**src/source/mesh_pkg.sv**
```systemverilog
`default_nettype none

package mesh_pkg;

    // up to an 8x8 mesh
    parameter int COORD_W = 3;

    typedef logic [COORD_W-1:0] coord_t;

    // router port numbering, also the bit index into a port mask
    typedef enum logic [2:0] {
        LOCAL = 3'd0,
        EAST  = 3'd1,
        NORTH = 3'd2,
        WEST  = 3'd3,
        SOUTH = 3'd4
    } port_e;

    typedef logic [4:0] port_mask_t;   // indexed by port_e

    // destination relative to the current router
    // y grows toward SOUTH, so y_min means a NORTH move
    typedef struct packed {
        logic x_plus;
        logic x_min;
        logic y_plus;
        logic y_min;
        logic same_x;
        logic same_y;
    } dir_t;

    // coded destination port
    typedef struct packed {
        logic x;   // east bound
        logic y;   // north bound
        logic a;   // an x port is permitted
        logic b;   // a y port is permitted
    } dest_code_t;

endpackage

`default_nettype wire

```
**src/source/route_pkg.sv**
```systemverilog
`default_nettype none

package route_pkg;

    parameter int TAG_W = 4;

    typedef enum logic [2:0] {
        ALGO_XY         = 3'd0,
        ALGO_WEST_FIRST = 3'd1,
        ALGO_NORTH_LAST = 3'd2,
        ALGO_NEG_FIRST  = 3'd3,
        ALGO_ODD_EVEN   = 3'd4
    } algo_e;

    typedef enum logic [1:0] {
        LANE_IDLE = 2'd0,
        LANE_CALC = 2'd1,   // two pipeline stages in flight
        LANE_DONE = 2'd2    // result held until drained
    } lane_state_e;

    // one routing request
    typedef struct packed {
        algo_e              algo;
        mesh_pkg::coord_t   cur_x;
        mesh_pkg::coord_t   cur_y;
        mesh_pkg::coord_t   dst_x;
        mesh_pkg::coord_t   dst_y;
        logic [TAG_W-1:0]   tag;
    } route_req_t;

    // one routing response
    typedef struct packed {
        logic [TAG_W-1:0]     tag;
        mesh_pkg::port_mask_t ports;
        mesh_pkg::dest_code_t code;
    } route_rsp_t;

endpackage

`default_nettype wire

```
**src/source/route_algo.sv**
```systemverilog
`default_nettype none

module route_algo #(
    parameter int ni_routing = 0
) (
    input  route_pkg::algo_e     algo,
    input  mesh_pkg::coord_t     cur_x,
    input  mesh_pkg::coord_t     dst_x,
    input  mesh_pkg::dir_t       dir,
    output mesh_pkg::port_mask_t ports,
    output mesh_pkg::dest_code_t code
);
    import mesh_pkg::*;
    import route_pkg::*;

    port_e      x_port;    // x port toward the destination
    port_e      y_port;    // y port toward the destination
    logic       one_step;  // destination is the next column east
    port_mask_t mask;

    assign one_step = (coord_t'(dst_x - cur_x) == coord_t'(1));

    always_comb begin
        if (dir.x_plus) begin
            x_port = EAST;
        end else begin
            x_port = WEST;
        end
        if (dir.y_min) begin
            y_port = NORTH;
        end else begin
            y_port = SOUTH;
        end
    end

    always_comb begin
        mask = '0;
        if (dir.same_x && dir.same_y) begin
            mask[LOCAL] = 1'b1;
        end else if (dir.same_x) begin
            mask[y_port] = 1'b1;          // straight, any algorithm
        end else if (dir.same_y) begin
            mask[x_port] = 1'b1;
        end else begin
            // diagonal moves, turn rules differ per algorithm
            case (algo)
                ALGO_WEST_FIRST: begin
                    mask[x_port] = 1'b1;
                    if (dir.x_plus) mask[y_port] = 1'b1;   // west goes first, alone
                end
                ALGO_NORTH_LAST: begin
                    mask[x_port] = 1'b1;
                    mask[SOUTH]  = dir.y_plus;   // north only once x is done
                end
                ALGO_NEG_FIRST: begin
                    // no east when heading south-east
                    if (!(dir.x_plus && dir.y_plus)) mask[x_port] = 1'b1;
                    // no north when heading north-west
                    if (dir.x_plus || dir.y_plus) mask[y_port] = 1'b1;
                end
                ALGO_ODD_EVEN: begin
                    if (dir.x_plus) begin
                        // turn out of east only in odd columns
                        if (cur_x[0] || ni_routing != 0) mask[y_port] = 1'b1;
                        if (dst_x[0] || !one_step) mask[EAST] = 1'b1;
                    end else begin
                        mask[WEST] = 1'b1;
                        if (!cur_x[0]) mask[y_port] = 1'b1;   // even column
                    end
                end
                default: begin
                    mask[x_port] = 1'b1;   // XY, x first
                end
            endcase
        end
    end

    assign ports  = mask;
    assign code.x = dir.x_plus;
    assign code.y = dir.y_min;
    assign code.a = mask[EAST] | mask[WEST];
    assign code.b = mask[NORTH] | mask[SOUTH];

endmodule

`default_nettype wire

```
**src/source/route_lane.sv**
```systemverilog
`default_nettype none

module route_lane #(
    parameter int ni_routing = 0
) (
    input  logic                  clk,
    input  logic                  arst_n,
    input  logic                  load,
    input  route_pkg::route_req_t req,
    input  logic                  release_lane,
    output logic                  busy,
    output logic                  done,
    output route_pkg::route_rsp_t rsp
);
    import mesh_pkg::*;
    import route_pkg::*;

    lane_state_e      state;
    logic             stage2;     // stage 1 holds valid operands
    route_req_t       req_q;      // request as loaded
    dir_t             dir_next;
    algo_e            s1_algo;
    coord_t           s1_cur_x;
    coord_t           s1_dst_x;
    dir_t             s1_dir;
    logic [TAG_W-1:0] s1_tag;
    port_mask_t       algo_ports;
    dest_code_t       algo_code;

    always_ff @(posedge clk or negedge arst_n) begin
        if (!arst_n) begin
            state  <= LANE_IDLE;
            stage2 <= 1'b0;
        end else begin
            case (state)
                LANE_IDLE: if (load) state <= LANE_CALC;
                LANE_CALC: begin
                    stage2 <= !stage2;
                    if (stage2) state <= LANE_DONE;
                end
                LANE_DONE: if (release_lane) state <= LANE_IDLE;
                default:   state <= LANE_IDLE;
            endcase
        end
    end

    // mesh direction of the held request
    always_comb begin
        dir_next.x_plus = (req_q.dst_x > req_q.cur_x);
        dir_next.x_min  = (req_q.dst_x < req_q.cur_x);
        dir_next.y_plus = (req_q.dst_y > req_q.cur_y);
        dir_next.y_min  = (req_q.dst_y < req_q.cur_y);
        dir_next.same_x = (req_q.dst_x == req_q.cur_x);
        dir_next.same_y = (req_q.dst_y == req_q.cur_y);
    end

    always_ff @(posedge clk) begin
        if (load) req_q <= req;   // dispatcher loads idle lanes only
        if (state == LANE_CALC && !stage2) begin
            s1_algo  <= req_q.algo;
            s1_cur_x <= req_q.cur_x;
            s1_dst_x <= req_q.dst_x;
            s1_dir   <= dir_next;
            s1_tag   <= req_q.tag;
        end
        if (state == LANE_CALC && stage2) begin
            rsp.tag   <= s1_tag;
            rsp.ports <= algo_ports;
            rsp.code  <= algo_code;
        end
    end

    route_algo #(
        .ni_routing(ni_routing)
    ) u_algo (
        .algo (s1_algo),
        .cur_x(s1_cur_x),
        .dst_x(s1_dst_x),
        .dir  (s1_dir),
        .ports(algo_ports),
        .code (algo_code)
    );

    assign busy = (state != LANE_IDLE);
    assign done = (state == LANE_DONE);

endmodule

`default_nettype wire

```
**src/source/route_dispatch.sv**
```systemverilog
`default_nettype none

module route_dispatch #(
    parameter int n_lanes = 4
) (
    input  logic               clk,
    input  logic               arst_n,
    input  logic               in_req,
    output logic               in_ack,
    input  logic [n_lanes-1:0] busy,
    output logic [n_lanes-1:0] load
);
    localparam int PTR_W = (n_lanes > 1) ? $clog2(n_lanes) : 1;
    localparam logic [PTR_W-1:0] LAST = PTR_W'(n_lanes - 1);

    logic [PTR_W-1:0] ptr;     // next lane to fill
    logic             accept;

    // new request, ack low, target lane free
    assign accept = in_req && !in_ack && !busy[ptr];

    always_ff @(posedge clk or negedge arst_n) begin
        if (!arst_n) begin
            in_ack <= 1'b0;
            ptr    <= '0;
        end else if (accept) begin
            in_ack <= 1'b1;
            if (ptr == LAST) begin
                ptr <= '0;
            end else begin
                ptr <= ptr + 1'b1;
            end
        end else if (!in_req) begin
            in_ack <= 1'b0;   // return to zero
        end
    end

    // lane samples in_data on the edge that raises in_ack
    always_comb begin
        load      = '0;
        load[ptr] = accept;
    end

endmodule

`default_nettype wire

```
**src/source/route_collect.sv**
```systemverilog
`default_nettype none

module route_collect #(
    parameter int n_lanes = 4
) (
    input  logic                  clk,
    input  logic                  arst_n,
    input  logic [n_lanes-1:0]    done,
    input  route_pkg::route_rsp_t lane_rsp [n_lanes],
    output logic [n_lanes-1:0]    release_lane,
    output logic                  out_req,
    output route_pkg::route_rsp_t out_data,
    input  logic                  out_ack
);
    localparam int PTR_W = (n_lanes > 1) ? $clog2(n_lanes) : 1;
    localparam logic [PTR_W-1:0] LAST = PTR_W'(n_lanes - 1);

    logic [PTR_W-1:0] ptr;       // lane drained next, follows dispatch order
    logic             present;
    logic             drained;

    // previous cycle fully returned to zero
    assign present = done[ptr] && !out_req && !out_ack;
    assign drained = out_req && out_ack;

    always_ff @(posedge clk or negedge arst_n) begin
        if (!arst_n) begin
            out_req <= 1'b0;
            ptr     <= '0;
        end else if (present) begin
            out_req <= 1'b1;
        end else if (drained) begin
            out_req <= 1'b0;
            if (ptr == LAST) begin
                ptr <= '0;
            end else begin
                ptr <= ptr + 1'b1;
            end
        end
    end

    always_ff @(posedge clk) begin
        if (present) out_data <= lane_rsp[ptr];   // held for the whole req phase
    end

    // lane goes idle on the same edge that drops out_req
    always_comb begin
        release_lane      = '0;
        release_lane[ptr] = drained;
    end

endmodule

`default_nettype wire

```
**src/source/route_unit.sv**
```systemverilog
`default_nettype none

module route_unit #(
    parameter int n_lanes    = 4,
    parameter int ni_routing = 0
) (
    input  logic                  clk,
    input  logic                  arst_n,
    input  logic                  in_req,
    input  route_pkg::route_req_t in_data,
    output logic                  in_ack,
    output logic                  out_req,
    output route_pkg::route_rsp_t out_data,
    input  logic                  out_ack
);
    import route_pkg::*;

    logic [n_lanes-1:0] busy;
    logic [n_lanes-1:0] done;
    logic [n_lanes-1:0] load;
    logic [n_lanes-1:0] release_lane;
    route_rsp_t         lane_rsp [n_lanes];

    route_dispatch #(
        .n_lanes(n_lanes)
    ) u_dispatch (
        .clk   (clk),
        .arst_n(arst_n),
        .in_req(in_req),
        .in_ack(in_ack),
        .busy  (busy),
        .load  (load)
    );

    // in_data goes to every lane, only the loaded one keeps it
    for (genvar i = 0; i < n_lanes; i++) begin : g_lane
        route_lane #(
            .ni_routing(ni_routing)
        ) u_lane (
            .clk         (clk),
            .arst_n      (arst_n),
            .load        (load[i]),
            .req         (in_data),
            .release_lane(release_lane[i]),
            .busy        (busy[i]),
            .done        (done[i]),
            .rsp         (lane_rsp[i])
        );
    end

    route_collect #(
        .n_lanes(n_lanes)
    ) u_collect (
        .clk         (clk),
        .arst_n      (arst_n),
        .done        (done),
        .lane_rsp    (lane_rsp),
        .release_lane(release_lane),
        .out_req     (out_req),
        .out_data    (out_data),
        .out_ack     (out_ack)
    );

endmodule

`default_nettype wire

```
**config.mk**
```make
export PLATFORM = sky130hd
export DESIGN_NAME = route_unit
export DESIGN_NICKNAME = d
export VERILOG_FILES = /design/src/source/mesh_pkg.sv /design/src/source/route_pkg.sv /design/src/source/route_algo.sv /design/src/source/route_lane.sv /design/src/source/route_dispatch.sv /design/src/source/route_collect.sv /design/src/source/route_unit.sv
export SDC_FILE = /design/constraint.sdc
export NUM_CORES = 1
export LEC_CHECK = 0
export ABC_CLOCK_PERIOD_IN_PS = 6200
export BUFFER_PORTS_ARGS = -buffer_cell sky130_fd_sc_hd__buf_2
export CORE_MARGIN = 2
export CORE_UTILIZATION = 50
export DETAILED_ROUTE_END_ITERATION = 8
export PLACE_DENSITY = 0.76
export RECOVER_POWER = 50
export SYNTH_ARGS = -nofsm -noshare
export SYNTH_HDL_FRONTEND = slang
export SYNTH_HIERARCHICAL = 1
export SYNTH_SLANG_ARGS = --single-unit
```
**constraint.sdc**
```tcl
create_clock -name clk -period 6.2 [get_ports clk]
set_input_delay 1.86 -clock clk [delete_from_list [all_inputs] [get_ports clk]]
set_output_delay 1.86 -clock clk [all_outputs]
set_load 0.01 [all_outputs]
```
# Yosys cells after proc, flatten, opt, wreduce, memory -nomap -nowiden

Index checks and enable logic that the tools add are counted.

$add $sub $neg: 6
$lt $le $gt $ge: 33
Equality and inequality tests: 51
Multiplexer cells: 117
Bitwise gates (word level): 20
Reductions and logical operators: 65

Operators by type and width:

| kind                                                                         | number |
|---|---|
| 5-bit 2-to-1 mux                                                             | 48 |
| 5-bit case mux with 4 select lines                                           | 4 |
| 5-bit bitwise OR                                                             | 8 |
| 2-bit 2-to-1 mux                                                             | 18 |
| 1-bit logical AND                                                            | 31 |
| 13-bit binary-select mux with 2-bit select                                   | 1 |
| 13-bit 2-to-1 mux                                                            | 2 |
| 1-bit demux with 3-bit select                                                | 8 |
| 3-bit by 1-bit == test with 1-bit output, second input constant              | 8 |
| 3-bit by 2-bit == test with 1-bit output, second input constant              | 8 |
| 3-bit == test                                                                | 8 |
| 3-bit > comparator                                                           | 8 |
| 2-bit case mux with 3 select lines                                           | 4 |
| 1-bit 2-to-1 mux                                                             | 20 |
| 2-bit by 4-bit less-than comparator with 1-bit output, second input constant | 4 |
| 3-bit by 4-bit less-than comparator with 1-bit output, second input constant | 4 |
| 4-bit 2-to-1 mux                                                             | 4 |
| 2-bit != test, second input constant                                         | 8 |
| 2-bit == test, second input constant                                         | 6 |
| 3-bit == test, second input constant                                         | 4 |
| 2-bit by 1-bit >= comparator with 1-bit output, second input constant        | 6 |
| 3-bit by 1-bit >= comparator with 1-bit output, second input constant        | 4 |
| 1-bit logical NOT                                                            | 12 |
| 3-bit less-than comparator                                                   | 4 |
| 18 further kinds                                                             | 60 |

Register bits after elaboration: 231
Word-level logic and storage cells: 398

# Depth between registers and ports, before layout

Depth after elaboration: 17
Depth in mapped cells: 7

# Cells and area by module

Netlist, hierarchy kept.

Modules (own cells, without submodules):

| module                                   | times used | cells each | area each (um2) | sequential area each (um2) |
|---|---|---|---|---|
| route_lane                               | 4          | 88         | 1,838.0         | 1,606.5 |
| route_collect                            | 1          | 50         | 957.2           | 465.4 |
| route_algo (g_lane[0].u_lane.u_algo ...) | 2          | 29         | 224.0           | 0.0 |
| route_dispatch                           | 1          | 24         | 274.0           | 75.1 |
| route_algo (g_lane[2].u_lane.u_algo)     | 1          | 29         | 221.5           | 0.0 |
| route_algo (g_lane[3].u_lane.u_algo)     | 1          | 28         | 210.2           | 0.0 |

# Least setup slack after synthesis

No wires, ideal clock.

Path type: input port to flip-flop
Start point: input port out_ack
End point: register u_collect/out_data[0] (netlist name)
Library setup time: 403 ps
Data arrival time: 2,898 ps
Required time: 5,797 ps
Path slack: 2,900 ps
Stages: 1
Path buffers: 0
Path through: nor3b_1

Longest elaborated chain between the ends: 2

Ends and longest elaborated chain:

| item              | RTL line            | RTL |
|---|---|---|
| from (decl)       | route_unit.sv:14    | `input logic out_ack` |
| 1-bit logical NOT | route_collect.sv:23 | `assign present = done[ptr] && !out_req && !out_ack;` |
| 1-bit logical AND | route_collect.sv:23 |  |

Every way passes these cells.
A chain may end at the register's enable or synchronous reset.

# Worst setup path after layout

Start point: input port in_req
End point: register g_lane[0].u_lane/req_q[9] in the netlist's numbering, enable pin

Longest elaborated chain between the ends: 3

Ends and longest elaborated chain:

| item                           | RTL line             | RTL |
|---|---|---|
| from (decl)                    | route_unit.sv:9      | `input logic in_req,` |
| 1-bit logical AND (2 in a row) | route_dispatch.sv:20 | `assign accept = in_req && !in_ack && !busy[ptr];` |
| 4-bit AND (no line)            | n/a                  |  |
| via load[0]                    | route_unit.sv:20     | `logic [n_lanes-1:0] load;` |
| to (signal assigned)           | route_lane.sv:58     | `if (load) req_q <= req;` |
| to (decl)                      | route_lane.sv:20     | `route_req_t req_q;` |

The timed path passes the listed nets, and every way through them passes these cells.

==> parameters.txt <==
Parameter                              Value

Outcome
  Run status ... finished clean

Layout
  Antenna cells ... 0
  Syn-to-layout area delta ... 12.30%
  Combined flip-flop and latch cell area ... 6847 um2
  Fraction of final layout cells with drive strength greater than 1 ... 16.25%
  Layout Utilization ... 57.66%
  Nets@finish ... 650
  Commonest cells after routing, fill and taps aside ... sky130_fd_sc_hd__edfxtp_1 (213), sky130_fd_sc_hd__inv_1 (48), sky130_fd_sc_hd__ha_1 (36)
  Number of filler instances in the final layout ... 1330
  Multi-input gate area ... 2192 um2
  Most common cell after layout, fill and taps aside ... sky130_fd_sc_hd__edfxtp_1

Worst hold path
  Type of the tightest min-delay check ... flip-flop to flip-flop
  Min-delay src ... g_lane[1].u_lane/req_q[3]$_DFFE_PP_
  Worst Hold Path Cells ... 0
  Worst hold path endpoint ... g_lane[1].u_lane/s1_tag[3]$_DFFE_PP_

Power
  Net switching power of the design ... 1.176 mW
  Leakage power of the design ... 3.840 nW
  Sequential group share of total power ... 51.7%
  Internal cell power ... 3.294 mW
  Share of total power consumed by net switching ... 26.30%
  Power density normalized to cell area ... 427.1 nW/um2
  Worst vdd ir ... 198.3 uV
  Logic pwr share ... 17.0%
  Clock group share of total power ... 31.3%

CTS
  Maximum buffer depth of the clock tree ... 3
  Cts repair resizes ... 0
  Clock insertion delay at the later pin of the skew report ... 500 ps
  Postcts setup bufs ... 0
  Number of H-tree levels ... 1
  Number of sinks driven by the clock tree ... 231
  Total CTS buffers ... 23
  TritonCTS clock tree ... built
  Register clock-pin slew on the reported worst setup and hold paths ... 60 ps
  Number of hold buffers added after CTS ... 0
  Clk Tree Root Cell ... sky130_fd_sc_hd__clkbuf_16

Setup path
  Worst reg2reg path startpoint ... u_collect/ptr[0]$_DFFE_PN0P_
  Crit Path Class ... input port to flip-flop
  Required time at the worst-slack endpoint ... 6330 ps
  CP Buf/Inv Count ... 1
  Type of element capturing the critical path ... flip-flop
  Depth of the worst register-to-register path ... 2
  Register-to-Register Setup Slack ... 3710 ps
  Sequence of cells on the critical path ... buf_2, or3b_4, o22ai_4, and2_2
  Family of cells with the greatest summed delay on the critical path ... simple AND/OR/NAND/NOR gates
  Endpoint of the worst register-to-register path ... u_collect/out_data[3]$_DFFE_PP_
  Critical Path AT ... 3140 ps
  Critical path fanouts, max ... 20
  Maximum cell stage delay along the critical path ... 540 ps
  Element type at the critical path start ... input port
  Worst path slowest cell ... sky130_fd_sc_hd__and2_2

Global route
  Overall routing resource usage ... 16.70%
  First-pass GRT wire length ... 25160 um
  Initial antenna violation count ... 0
  Via count of the first global-routing pass ... 4619
  Remaining global-route overflow ... 0
  Maximum number of pins on one net before global-route repair ... 21

Routing
  Post-route DRC ... 0
  Remaining antenna violation count ... 0
  Count of routing violations after the opening detailed-route iteration ... 375
  Routed length per placed instance ... 19.00 um
  Vias ... 4534
  Wire length reported by the detailed router ... 15810 um
  Average vias per placed instance ... 5.450
  Initial DRT Pass Iterations ... 4

Yosys
  Combined area of all synthesized cells ... 9318 um2
  Number of instances in the synthesized netlist ... 533
  Post-Synthesis Mean Instance Area ... 17.48 um2
  Net count after synthesis ... 596
  Yosys warns ... 6

Placement
  Weighted congestion at the end of routability-driven global placement ... 0.8111
  Buffers added on ports ... 37
  HPWL Detailed ... 11380 um

Floorplanning
  CORE AREA ... 18150 um2
  Initial cell density of the core ... 51.34%
  Horizontal die dimension ... 140.5 um
  Die outline height ... 140.5 um
  Area of the die ... 19740 um2
  Standard-cell row count ... 49
  Top-Level Pins ... 38

STA
  Final total negative setup slack ... 0 ps
  Final Critical Period ... 3008 ps
  Largest clock skew in the final design ... 9.649 ps
  Actual transition at the worst max-transition pin ... 1200 ps
  Unrepaired setup endpoints after global routing ... no
  Slew Viols, Final ... 0
  Count of final hold-check violations ... 0
  Max frequency ... 0.3324 GHz
  Max_slew headroom ... 19.70%
  Post-route clock period utilization ... 48.52%
  Setup-violating endpoint count in the final report ... 0

Flow run
  Max-capacitance violation count ... 0
how the worst max path moves through the flow:
stage,cells after the start,to,from
after floorplan,1,u_collect/out_data[0]$_DFFE_PP_,out_ack
after global placement,4,g_lane[0].u_lane/req_q[14]$_DFFE_PP_,in_req
after detailed placement,4,g_lane[0].u_lane/req_q[7]$_DFFE_PP_,in_req
after CTS,1,out_req,u_collect/out_req$_DFFE_PN0P_
after global routing,6,g_lane[0].u_lane/state[0]$_DFFE_PN0P_,in_req
final,4,g_lane[0].u_lane/req_q[9]$_DFFE_PP_,in_req
flip-flops by register name, summed over array words and instances (netlist names), 4 cells and up:
register                count
u_collect/out_data         13
g_lane.u_lane/req_q        76
g_lane.u_lane/s1_cur_x     12
g_lane.u_lane/s1_dir       20
g_lane.u_lane/rsp          52
g_lane.u_lane/stage2        4
g_lane.u_lane/s1_tag       16
g_lane.u_lane/s1_dst_x     12
g_lane.u_lane/state         8
g_lane.u_lane/s1_algo      12
power groups by stage:
stage,logic [mW],clock network (mW),registers [mW]
finish,0.760,1.40,2.31
CTS,0.777,1.43,2.31
detailed placement,0.767,0,2.34
floorplan,0.615,0,2.24
global placement,0.728,0,2.32
global route,0.844,1.49,2.35
per-stage QoR:
stage	std cells	cell area, um2	hold slack, ps	power [mW]	worst slack [ps]
3_3_place_gp	791	9733	404.5	3.045	2749
4_1_cts	832	10510	417.5	4.516	3187
5_1_grt	832	10460	422.5	4.685	3125
3_5_place_dp	791	9733	404.5	3.105	2681
6_report	832	10460	416.0	4.469	3192
2_1_floorplan	533	9318	400.3	2.857	2900
metal layers:
metal | routed length [um] | GRT usage (%)
met5 | 0 | 0
met4 | 367 | 4.947
met3 | 858 | 3.521
met2 | 7632 | 27.40
met1 | 6949 | 22.89
final cells by class:
cell class | count | area share [%]
flip-flops and latches | 231 | 65.43
multi-input cells | 242 | 20.95
clock buffers | 27 | 5.644
well taps | 229 | 2.738
repair buffers | 41 | 1.782
clock inverters | 14 | 1.734
inverters | 48 | 1.722
(Power assumes the default switching activity.)
